$ cat config.mk
export PLATFORM = sky130hd
export DESIGN_NAME = GpioBlock
export DESIGN_NICKNAME = d
export VERILOG_FILES = /design/src/rtl/GpioPkg.sv /design/src/rtl/UsiBusPkg.sv /design/src/rtl/GpioBlock.sv /design/src/rtl/GpioEventCollector.sv /design/src/rtl/GpioPinCell.sv /design/src/rtl/GpioCsr.sv
export VERILOG_INCLUDE_DIRS = /design/src /design/src/rtl
export SDC_FILE = /design/constraint.sdc
export NUM_CORES = 1
export LEC_CHECK = 0
export BUFFER_PORTS_ARGS = -buffer_cell sky130_fd_sc_hd__buf_2
export CORE_ASPECT_RATIO = 1.5
export CORE_MARGIN = 2
export CORE_UTILIZATION = 54
export DETAILED_ROUTE_END_ITERATION = 16
export GPL_TIMING_DRIVEN = 0
export PLACE_DENSITY_LB_ADDON = 0.1
export SYNTH_ARGS = -nofsm -noshare
export SYNTH_HDL_FRONTEND = slang
export SYNTH_HIERARCHICAL = 1
export SYNTH_SLANG_ARGS = --single-unit
$ cat constraint.sdc
create_clock -name iSCLK -period 1.3 [get_ports iSCLK]
set_input_delay 0.26 -clock iSCLK [delete_from_list [all_inputs] [get_ports iSCLK]]
set_output_delay 0.26 -clock iSCLK [all_outputs]
set_load 0.01 [all_outputs]
$ cat src/rtl/gpio_defs.svh
/*
 * Width, address map and register offset macros for the GPIO block
 * Included by the packages and the RTL modules
 */
`ifndef GPIO_DEFS_SVH
`define GPIO_DEFS_SVH

// Pin count and USI bus width
`define GPIO_WIDTH        16
`define USI_BUS_WIDTH     32

// Address fields: offset in bits 7..0, block number in bits 15..8
`define CSR_ADRS_WIDTH    8
`define BLOCK_ADRS_WIDTH  8
`define USI_WRITE_BIT     31
`define GPIO_BLOCK_ADRS   8'h01

// Register offsets
`define CSR_OUT_CTRL      8'h00
`define CSR_DIR           8'h04
`define CSR_ALT_MODE      8'h08
`define CSR_IN_STATUS     8'h0C
`define CSR_EDGE_EN       8'h10
`define CSR_EDGE_LATCH    8'h14

`endif
$ cat src/rtl/GpioPkg.sv
/*
 * Pin side vector types for the GPIO block
 */
`include "gpio_defs.svh"

package GpioPkg;

	// One bit per pin
	// Used for out value, direction, alt select, edge enable and latch
	typedef logic [`GPIO_WIDTH-1:0] gpioVec_t;

endpackage

$ cat src/rtl/UsiBusPkg.sv
/*
 * Bus side vector types for the USI register bus
 * Data word, full address, block field and register offset
 */
`include "gpio_defs.svh"

package UsiBusPkg;

	// Write data and read data word
	typedef logic [`USI_BUS_WIDTH-1:0] usiData_t;

	// Full bus address, write flag in the top bit
	typedef logic [`USI_BUS_WIDTH-1:0] usiAdrs_t;

	// Block select field
	typedef logic [`BLOCK_ADRS_WIDTH-1:0] blockAdrs_t;

	// Register offset inside one block
	typedef logic [`CSR_ADRS_WIDTH-1:0] csrAdrs_t;

endpackage

$ cat src/rtl/GpioBlock.sv
/*
 * GpioBlock: top level of the GPIO slave on the USI bus
 * Register file, one pin cell per pin, and the edge event collector
 */
`timescale 1ns/1ps
`include "gpio_defs.svh"

module GpioBlock #(
	parameter UsiBusPkg::blockAdrs_t pAdrsMap = `GPIO_BLOCK_ADRS
)(
	// Clock and reset
	input  logic                 iSCLK,
	input  logic                 arstN,
	// USI slave side
	input  UsiBusPkg::usiData_t  iSUsiWd,
	input  UsiBusPkg::usiAdrs_t  iSUsiAdrs,
	output UsiBusPkg::usiData_t  oSUsiRd,
	// Pins
	input  GpioPkg::gpioVec_t    iGpioIn,
	input  GpioPkg::gpioVec_t    iGpioAltMode,
	output GpioPkg::gpioVec_t    oGpioR,
	output GpioPkg::gpioVec_t    oGpioDir,
	output logic                 oGpioIrq
);

	import GpioPkg::*;

	// CSR to pin side
	gpioVec_t outCtrl;
	gpioVec_t altModeSel;
	gpioVec_t edgeEn;
	gpioVec_t edgeClr;
	// Pin side back to CSR
	gpioVec_t inSync;
	gpioVec_t risePulse;
	gpioVec_t edgeLatch;

	//-------------------------------------------------------------------
	// Register file
	//-------------------------------------------------------------------
	GpioCsr #(
		.pAdrsMap   (pAdrsMap)
	) uCsr (
		.iSCLK      (iSCLK),
		.arstN      (arstN),
		.iSUsiWd    (iSUsiWd),
		.iSUsiAdrs  (iSUsiAdrs),
		.oSUsiRd    (oSUsiRd),
		.inSync     (inSync),
		.edgeLatch  (edgeLatch),
		.outCtrl    (outCtrl),
		.gpioDir    (oGpioDir),
		.altModeSel (altModeSel),
		.edgeEn     (edgeEn),
		.edgeClr    (edgeClr)
	);

	//-------------------------------------------------------------------
	// Pin cells, bit k of every vector goes to cell k
	//-------------------------------------------------------------------
	for (genvar k = 0; k < `GPIO_WIDTH; k++)
	begin : gPin
		GpioPinCell uPinCell (
			.iSCLK      (iSCLK),
			.arstN      (arstN),
			.outCtrl    (outCtrl[k]),
			.altModeSel (altModeSel[k]),
			.altIn      (iGpioAltMode[k]),
			.pinOut     (oGpioR[k]),
			.pinIn      (iGpioIn[k]),
			.inSync     (inSync[k]),
			.risePulse  (risePulse[k])
		);
	end

	//-------------------------------------------------------------------
	// Edge latch and interrupt
	//-------------------------------------------------------------------
	GpioEventCollector uEvents (
		.iSCLK      (iSCLK),
		.arstN      (arstN),
		.risePulse  (risePulse),
		.edgeEn     (edgeEn),
		.edgeClr    (edgeClr),
		.edgeLatch  (edgeLatch),
		.oGpioIrq   (oGpioIrq)
	);

endmodule

$ cat src/rtl/GpioEventCollector.sv
/*
 * GpioEventCollector: sticky rising edge latch for all pins
 * Enable mask, write-one-to-clear, and a registered interrupt line
 */
`timescale 1ns/1ps
`include "gpio_defs.svh"

module GpioEventCollector (
	// Clock and reset
	input  logic              iSCLK,
	input  logic              arstN,
	// Edge pulses from the pin cells
	input  GpioPkg::gpioVec_t risePulse,
	// Control from the CSR
	input  GpioPkg::gpioVec_t edgeEn,
	input  GpioPkg::gpioVec_t edgeClr,
	// Latch state and interrupt
	output GpioPkg::gpioVec_t edgeLatch,
	output logic              oGpioIrq
);

	import GpioPkg::*;

	// Enabled edges this cycle
	gpioVec_t setBits;
	// Next latch value
	gpioVec_t latchNext;

	//-------------------------------------------------------------------
	// Latch update
	//-------------------------------------------------------------------
	assign setBits = risePulse & edgeEn;

	// Clear first, then set, so a new edge beats a clear on the same bit
	assign latchNext = (edgeLatch & ~edgeClr) | setBits;

	always_ff @(posedge iSCLK or negedge arstN)
	begin
		if (!arstN)
			edgeLatch <= '0;
		else
			edgeLatch <= latchNext;
	end

	//-------------------------------------------------------------------
	// Interrupt
	//-------------------------------------------------------------------
	// Any pending bit raises the line, one cycle behind the latch
	always_ff @(posedge iSCLK or negedge arstN)
	begin
		if (!arstN)
			oGpioIrq <= 1'b0;
		else
			oGpioIrq <= |edgeLatch;
	end

	// Irq tracks the latch contents of the cycle before
	aIrqTrack : assert property (@(posedge iSCLK) disable iff (!arstN)
		oGpioIrq == $past(|edgeLatch));

endmodule

$ cat src/rtl/GpioPinCell.sv
/*
 * GpioPinCell: one pin of the GPIO block
 * Registered output mux, two-flop input synchronizer, rising edge pulse
 */
`timescale 1ns/1ps

module GpioPinCell (
	// Clock and reset
	input  logic iSCLK,
	input  logic arstN,
	// Output side
	input  logic outCtrl,
	input  logic altModeSel,
	input  logic altIn,
	output logic pinOut,
	// Input side
	input  logic pinIn,
	output logic inSync,
	output logic risePulse
);

	// First synchronizer stage and edge history
	logic syncMeta;
	logic inHist;

	//-------------------------------------------------------------------
	// Output register
	//-------------------------------------------------------------------
	// Alt source wins when its select bit is set
	always_ff @(posedge iSCLK or negedge arstN)
	begin
		if (!arstN)
			pinOut <= 1'b0;
		else
			pinOut <= altModeSel ? altIn : outCtrl;
	end

	//-------------------------------------------------------------------
	// Input synchronizer and edge detect
	//-------------------------------------------------------------------
	always_ff @(posedge iSCLK or negedge arstN)
	begin
		if (!arstN)
		begin
			syncMeta  <= 1'b0;
			inSync    <= 1'b0;
			inHist    <= 1'b0;
			risePulse <= 1'b0;
		end
		else
		begin
			syncMeta  <= pinIn;
			inSync    <= syncMeta;
			// Previous synced value
			inHist    <= inSync;
			// High for one cycle on a 0 to 1 change
			risePulse <= inSync & ~inHist;
		end
	end

	// Edge pulse never lasts two cycles
	aPulseWidth : assert property (@(posedge iSCLK) disable iff (!arstN)
		risePulse |=> !risePulse);

endmodule

$ cat src/rtl/GpioCsr.sv
/*
 * GpioCsr: USI slave decode and GPIO register file
 * Four read-write registers, read-only input status and edge latch view
 * Registered read multiplexer and one-cycle clear pulse for the latch
 */
`timescale 1ns/1ps
`include "gpio_defs.svh"

module GpioCsr #(
	parameter UsiBusPkg::blockAdrs_t pAdrsMap = `GPIO_BLOCK_ADRS
)(
	// Clock and reset
	input  logic                 iSCLK,
	input  logic                 arstN,
	// USI slave side
	input  UsiBusPkg::usiData_t  iSUsiWd,
	input  UsiBusPkg::usiAdrs_t  iSUsiAdrs,
	output UsiBusPkg::usiData_t  oSUsiRd,
	// Status from the pin side
	input  GpioPkg::gpioVec_t    inSync,
	input  GpioPkg::gpioVec_t    edgeLatch,
	// Register outputs
	output GpioPkg::gpioVec_t    outCtrl,
	output GpioPkg::gpioVec_t    gpioDir,
	output GpioPkg::gpioVec_t    altModeSel,
	output GpioPkg::gpioVec_t    edgeEn,
	output GpioPkg::gpioVec_t    edgeClr
);

	import UsiBusPkg::*;
	import GpioPkg::*;

	// Zero fill above the pin bits on read data
	localparam int lpPadWidth = `USI_BUS_WIDTH - `GPIO_WIDTH;

	//-------------------------------------------------------------------
	// Address decode
	//-------------------------------------------------------------------
	blockAdrs_t blockField;
	csrAdrs_t   csrOffset;
	logic       writeFlag;
	logic       blockHit;
	logic       csrWrite;
	logic       csrRead;
	logic       latchWrite;
	gpioVec_t   wrVec;
	gpioVec_t   rdMux;

	// Block field sits just above the offset field
	assign blockField = iSUsiAdrs[`CSR_ADRS_WIDTH +: `BLOCK_ADRS_WIDTH];
	assign csrOffset  = iSUsiAdrs[`CSR_ADRS_WIDTH-1:0];
	assign writeFlag  = iSUsiAdrs[`USI_WRITE_BIT];

	// Idle address is all zeros, block 0 never matches
	assign blockHit   = (blockField == pAdrsMap);
	assign csrWrite   = blockHit & writeFlag;
	assign csrRead    = blockHit & ~writeFlag;
	assign latchWrite = csrWrite && (csrOffset == `CSR_EDGE_LATCH);

	// Only the low pin bits of write data are stored
	assign wrVec = iSUsiWd[`GPIO_WIDTH-1:0];

	//-------------------------------------------------------------------
	// Read-write registers
	//-------------------------------------------------------------------
	always_ff @(posedge iSCLK or negedge arstN)
	begin
		if (!arstN)
		begin
			outCtrl    <= '0;
			gpioDir    <= '0;
			altModeSel <= '0;
			edgeEn     <= '0;
		end
		else if (csrWrite)
		begin
			// Unknown offsets drop the write
			case (csrOffset)
				`CSR_OUT_CTRL: outCtrl    <= wrVec;
				`CSR_DIR:      gpioDir    <= wrVec;
				`CSR_ALT_MODE: altModeSel <= wrVec;
				`CSR_EDGE_EN:  edgeEn     <= wrVec;
				default:       ;
			endcase
		end
	end

	// W1C mask for the latch, high for one cycle only
	always_ff @(posedge iSCLK or negedge arstN)
	begin
		if (!arstN)
			edgeClr <= '0;
		else
			edgeClr <= latchWrite ? wrVec : '0;
	end

	//-------------------------------------------------------------------
	// Read path
	//-------------------------------------------------------------------
	always_comb
	begin
		case (csrOffset)
			`CSR_OUT_CTRL:   rdMux = outCtrl;
			`CSR_DIR:        rdMux = gpioDir;
			`CSR_ALT_MODE:   rdMux = altModeSel;
			`CSR_IN_STATUS:  rdMux = inSync;
			`CSR_EDGE_EN:    rdMux = edgeEn;
			`CSR_EDGE_LATCH: rdMux = edgeLatch;
			default:         rdMux = '0;
		endcase
	end

	// Zero when not read, so slaves can be ORed on the bus
	always_ff @(posedge iSCLK or negedge arstN)
	begin
		if (!arstN)
			oSUsiRd <= '0;
		else if (csrRead)
			oSUsiRd <= {{lpPadWidth{1'b0}}, rdMux};
		else
			oSUsiRd <= '0;
	end

	// Read data stays quiet unless this block was read
	aRdQuiet : assert property (@(posedge iSCLK) disable iff (!arstN)
		!csrRead |=> (oSUsiRd == '0));

	// Clear pulse only follows a latch write
	aClrPulse : assert property (@(posedge iSCLK) disable iff (!arstN)
		(edgeClr != '0) |-> $past(latchWrite));

endmodule

Word level (Yosys, flattened, before mapping)
Index checks and enable logic that the tools add are counted.

storage, ports and cells
  bits in latches = 0
  input port bits = 98
  memory bits (read-only) = 0
  register bits = 193
  memories = 0
  bits in writable memories = 0

cells by class
  equal/unequal tests = 6
  order comparisons = 0
  bitwise gates (word level) = 39
  reductions and logical operators = 7
  multiplexer cells = 19
  divide/modulo/power cells = 0
  shifts and indexed selects = 0
  multipliers = 0
  $add $sub $neg = 0

operator list
  cell                                                  count
  case mux 16 bit (6 select lines)                      1
  AND 16 bit                                            2
  two-way mux 16 bit                                    2
  AND 1 bit                                             18
  NOT 1 bit                                             17
  equality test 8 x 4 -> 1 bit (second input constant)  2
  equality test 8 x 5 -> 1 bit (second input constant)  2
  two-way mux 1 bit                                     16
  NOT 16 bit                                            1
  OR 16 bit                                             1
  OR reduction 16 bit                                   1
  equality test 8 x 1 -> 1 bit (second input constant)  1
  equality test 8 x 3 -> 1 bit (second input constant)  1
  zero test 8 bit                                       1
  AND reduction 2 bit                                   4
  logical AND 1 bit                                     1

Longest topological paths before layout
  depth in word-level cells = 4
  gate-level depth with buffers = 7

Hierarchy
The synthesis kept the hierarchy.

modules (own cells, without submodules)
  module              cells an instance  instances  area an instance (µm²)
  GpioCsr             310                1          4406.7
  GpioPinCell         7                  16         146.4
  GpioEventCollector  70                 1          656.9

Worst setup path after synthesis
OpenSTA, ideal clock, no wires.

  path type = input-to-reg
  start point = input iSUsiAdrs[9]
  end point = register uCsr.altModeSel[10]
  slack = -0.878 ns
  required time = 1.175 ns
  library setup time = 0.125 ns
  path buffers = 1
  cell stages on the path = 5
  arrival = 2.053 ns
  path through = or4b_1 -> or2_4 -> nor3_2 -> buf_4 -> mux2_2

on the way
  cells in the longest elaborated chain, start to end = 3

RTL lines
  element                               line             RTL
  from (decl)                           GpioBlock.sv:16  input UsiBusPkg::usiAdrs_t iSUsiAdrs,
  equality test 8 x 1 -> 1 bit          GpioCsr.sv:55    assign blockHit = (blockField == pAdrsMap);
  AND 1 bit                             GpioCsr.sv:56    assign csrWrite = blockHit & writeFlag;
  AND reduction 2 bit (no source line)  --
  to (signal assigned)                  GpioCsr.sv:81    `CSR_ALT_MODE: altModeSel <= wrVec;
  to (decl)                             GpioCsr.sv:25    output GpioPkg::gpioVec_t altModeSel,

Every way passes these cells.
A chain may end at the register's enable or synchronous reset.

Worst setup path in the final report
  start point = input iSUsiAdrs[9]
  end point = register uCsr.edgeEn[8]

on the way
  cells in the longest elaborated chain, start to end = 3

RTL lines
  element                               line           RTL
  equality test 8 x 1 -> 1 bit          GpioCsr.sv:55
  AND 1 bit                             GpioCsr.sv:56
  AND reduction 2 bit (no source line)  --
  to (signal assigned)                  GpioCsr.sv:82  `CSR_EDGE_EN: edgeEn <= wrVec;
  to (decl)                             GpioCsr.sv:26  output GpioPkg::gpioVec_t edgeEn,

Every way passes these cells.

==> qor.tcl <==
set qor(drtIter0Drc) 236
set qor(synth_enable_flop_cells) 0
set qor(pin_count) 163
set qor(violations) {hold timing, setup timing}
set qor(cts-root-buf) {sky130_fd_sc_hd__clkbuf_16}
set qor(drtAntennaViolNets) 0
set qor(port-buffer-count) 114
set qor(setup.worst_path.start_class) {input port}
set qor(tritoncts) {done}
set qor(numClockSinks) 193
set qor(fin_ws_ns) -0.5148
set qor(timing_worst_setup_path_type) {input port to flop}
set qor(floorplan.die_area_mm2) 0.01469
set qor(num_antenna_cells) 0
set qor(layout.nets) 781
set qor(dp.final_hpwl_um) 10520
set qor(post_route_cells_drive_above_1_share) 0.4942
set qor(hold_buffers) 16
set qor(first_pass_grt_wire_length_um) 26460
set qor(synthesis.area_per_instance_um2) 15.05
set qor(postSynth.asyncResetShare) 1.000
set qor(syn-instance-count) 492
set qor(timing.clock.skew_ns) 0.009870
set qor(timing.critical_path.slowest_cell_delay_ns) 0.53
set qor(rsz0062_at_grt) {yes}
set qor(synth_top_area_share) 0.6521
set qor(vias_per_cell) 5.492
set qor(grt_antenna_before_repair) 0
set qor(drcViolationCount) 0
set qor(final.hold.worst_slack_ns) -0.1639
set qor(ys_top_cells_by_count) {193 x sky130_fd_sc_hd__dfrtp_1, 71 x sky130_fd_sc_hd__mux2_2, 26 x sky130_fd_sc_hd__mux2_4}
set qor(status) {finished, violations left}
set qor(max_cap_violations) 0
set qor(worst_ep_required_time_ns) 1.60
set qor(cts.clk_slew.worst_paths_ns) 0.07
set qor(ys.warnings.count) 6
set qor(groute.usage.overall) 0.2409
set qor(slew_headroom) 0.4111
set qor(combinationalPowerShare) 0.047
set qor(count_leader_synth) {sky130_fd_sc_hd__dfrtp_1}
set qor(overflow) 0
set qor(timing.final.crit_period_ns) 1.815
set qor(report.final.setup_viol) 96
set qor(die_y_um) 147.4
set qor(critPathCaptureType) {flop}
set qor(dpl_worst_slack_ns) -1.583
set qor(power.share.clock) 0.449
set qor(p_seq_frac) 0.504
set qor(gpl.final_weighted_congestion) 0.8191
set qor(clock_latency_at_the_later_pin_of_the_worst_skew_pair_ns) 0.42
set qor(power.switching_mw) 2.567
set qor(worstHoldPathType) {input port to async pin}
set qor(std_cell_rows) 52
set qor(yosys-top-cells-area) {sky130_fd_sc_hd__dfrtp_1 65%, sky130_fd_sc_hd__mux2_2 11%, sky130_fd_sc_hd__mux2_4 5.3%}
set qor(vdd.ir_drop.worst_uv) 916.5
set qor(die_width_um) 99.62
set qor(worstPathMaxFanout) 5
set qor(vias) 4701
set qor(yosys_register_bits) 193
set qor(library_cell_contributing_the_largest_single_delay_on_the_critical_path) {sky130_fd_sc_hd__or4b_4}
set qor(power_mw) 12.20
set qor(grt_start_max_net_pins) 109
set qor(total_leakage_power_nw) 4.890
set qor(synth-main-ff-cell) {sky130_fd_sc_hd__dfrtp_1}
set qor(coreArea_mm2) 0.01347
set qor(timing.fmax_mhz) 551.0
set qor(crit_chain) {buf_6 -> or4b_4 -> buf_4 -> nor4_4 -> buf_4 -> buf_8 -> mux2_4}
set qor(cts_inserted_buffers) 17
set qor(critPathArrivalTime_ns) 2.11
set qor(slew_viol_final) 0
set qor(first_pass_iters) 5
set qor(layout_worst_path_cycle_share) 1.396
set qor(fin_cells) 856
set qor(wl_um) 17340
set qor(post-place-cells) 784
set qor(number_of_global_route_vias_before_repair) 5101
set qor(cts.path.max_buffers) 2
set qor(switching_share) 0.2104
set qor(powerDensity_mw_per_mm2) 1249
set qor(max_slew.worst_pin.slew_ns) 0.8766
set qor(yosysSeqAreaShare) 0.6521
set qor(netlist.top_cell.by_area) {sky130_fd_sc_hd__dfrtp_1}
set qor(htree_num_levels) 4
set qor(mappedNetlistArea_mm2) 0.007406
set qor(p_int_mw) 9.634
set qor(area_growth_syn_to_fin_pct) 31.93
set qor(effective_utilization_at_floorplan) 0.5499
set qor(post_drt_wl_per_cell_um) 20.26
set qor(crit_top_cell) {sky130_fd_sc_hd__buf_4}
set qor(synth_cell_type_count) 35
set qor(finalHoldViolations) 85
-- flip-flops by register name, summed over array words and instances (netlist names) --
name / count
uCsr/gpioDir: 16
uCsr/oSUsiRd: 16
gPin.uPinCell/inSync: 16
uCsr/outCtrl: 16
uCsr/altModeSel: 16
gPin.uPinCell/risePulse: 16
uCsr/edgeEn: 16
gPin.uPinCell/pinOut: 16
uEvents/edgeLatch: 16
uEvents/oGpioIrq: 1
uCsr/edgeClr: 16
gPin.uPinCell/inHist: 16
gPin.uPinCell/syncMeta: 16
-- cell type report --
cell class / count / area (um2)
clock buffer: 18 / 439.2
buffer: 28 / 267.8
clock inverter: 12 / 181.4
sequential: 193 / 4830
inverter: 18 / 67.56
timing repair buffer: 163 / 1137
multi-input combinational: 262 / 2645
fill: 917 / 3697
tap: 162 / 202.7
-- final timing paths --
kind / from / to / slack (ns) / cells past startpoint
worst min register to register: gPin[4].uPinCell/syncMeta / gPin[4].uPinCell/inSync / 0.35 / 0
max in group asynchronous: arstN / uCsr/edgeClr[5] / 0.52 / 2
min in group iSCLK: iGpioAltMode[11] / gPin[11].uPinCell/pinOut / 0.07 / 2
worst min-delay path: arstN / gPin[8].uPinCell/inHist / -0.16 / 1
worst max register to register: uCsr/outCtrl[7] / uCsr/oSUsiRd[7] / -0.06 / 3
worst max-delay path: iSUsiAdrs[9] / uCsr/edgeEn[8] / -0.51 / 7
-- layout by cell type (no fill, tap or decap), types with 12 or more instances in the layout --
cell type and n:
sky130_fd_sc_hd__dfrtp_1 193, sky130_fd_sc_hd__buf_2 109, sky130_fd_sc_hd__mux2_4 73, sky130_fd_sc_hd__buf_4 33, sky130_fd_sc_hd__mux2_2 24, sky130_fd_sc_hd__inv_1 18, sky130_fd_sc_hd__clkbuf_16 17, sky130_fd_sc_hd__nand2_1 17
sky130_fd_sc_hd__nor2b_1 16, sky130_fd_sc_hd__dlygate4sd3_1 16, sky130_fd_sc_hd__buf_6 16, sky130_fd_sc_hd__conb_1 16, sky130_fd_sc_hd__o21ai_0 16, sky130_fd_sc_hd__a22oi_1 15, sky130_fd_sc_hd__mux2i_1 12
-- metrics by stage --
step	hold WS [ns]	utilization	instance area [um2]	setup TNS, ns
final	-0.1639	0.7255	9771	-34.03
after global routing	-0.1247	0.7255	9771	-35.23
after CTS	-0.1453	0.7132	9605	-36.23
after detailed placement	0.3045	0.6217	8373	-112.86
after global placement	0.3319	0.6189	8335	-672.01
after floorplan	-0.03559	-	7562	-65.03
-- metal layers --
metal,wire (um),global-route usage,up-vias
met3,894,0.04965,35
met1,6560,0.2840,2447
met4,714,0.1082,0
met2,9174,0.4220,166
met5,0,0,-
li1,-,-,2053
-- timing repair --
item | 4_1_cts | 5_1_grt
resized for setup | 59 | 56
endpoints found under the hold margin | 101 | 85
pin swaps | 10 | 18
setup buffers | 23 | 6
setup endpoints to repair | 96 | 96
gates cloned | 4 | 1
-- cells by family (layout without fill, tap and decap cells) --
logic type / after synthesis / in the layout / share of synthesized area
and+or+nand+nor: 88 / 88 / 0.06927
buffers and inverters: 52 / 239 / 0.04004
DFF: 193 / 193 / 0.6521
muxes: 118 / 118 / 0.2043
AOI/OAI and AO/OA: 40 / 40 / 0.03379
other: 1 / 16 / 0.0005064
-- critical path: cells and delay by family --
family	cells	cell delay (ns)
buf+inv	4	0.60
simple gates	2	0.94
mux	1	0.31
-- power by group through the flow --
stage                     registers, mW  logic (mW)  clock network, mW
after global placement             6.26       0.467                  0
after CTS                          6.15       0.552               5.58
final                              6.15       0.572               5.48
after detailed placement           6.27       0.489                  0
after global routing               6.16       0.631               5.84
after floorplan                    6.25       0.188                  0
(Power assumes the default switching activity.)
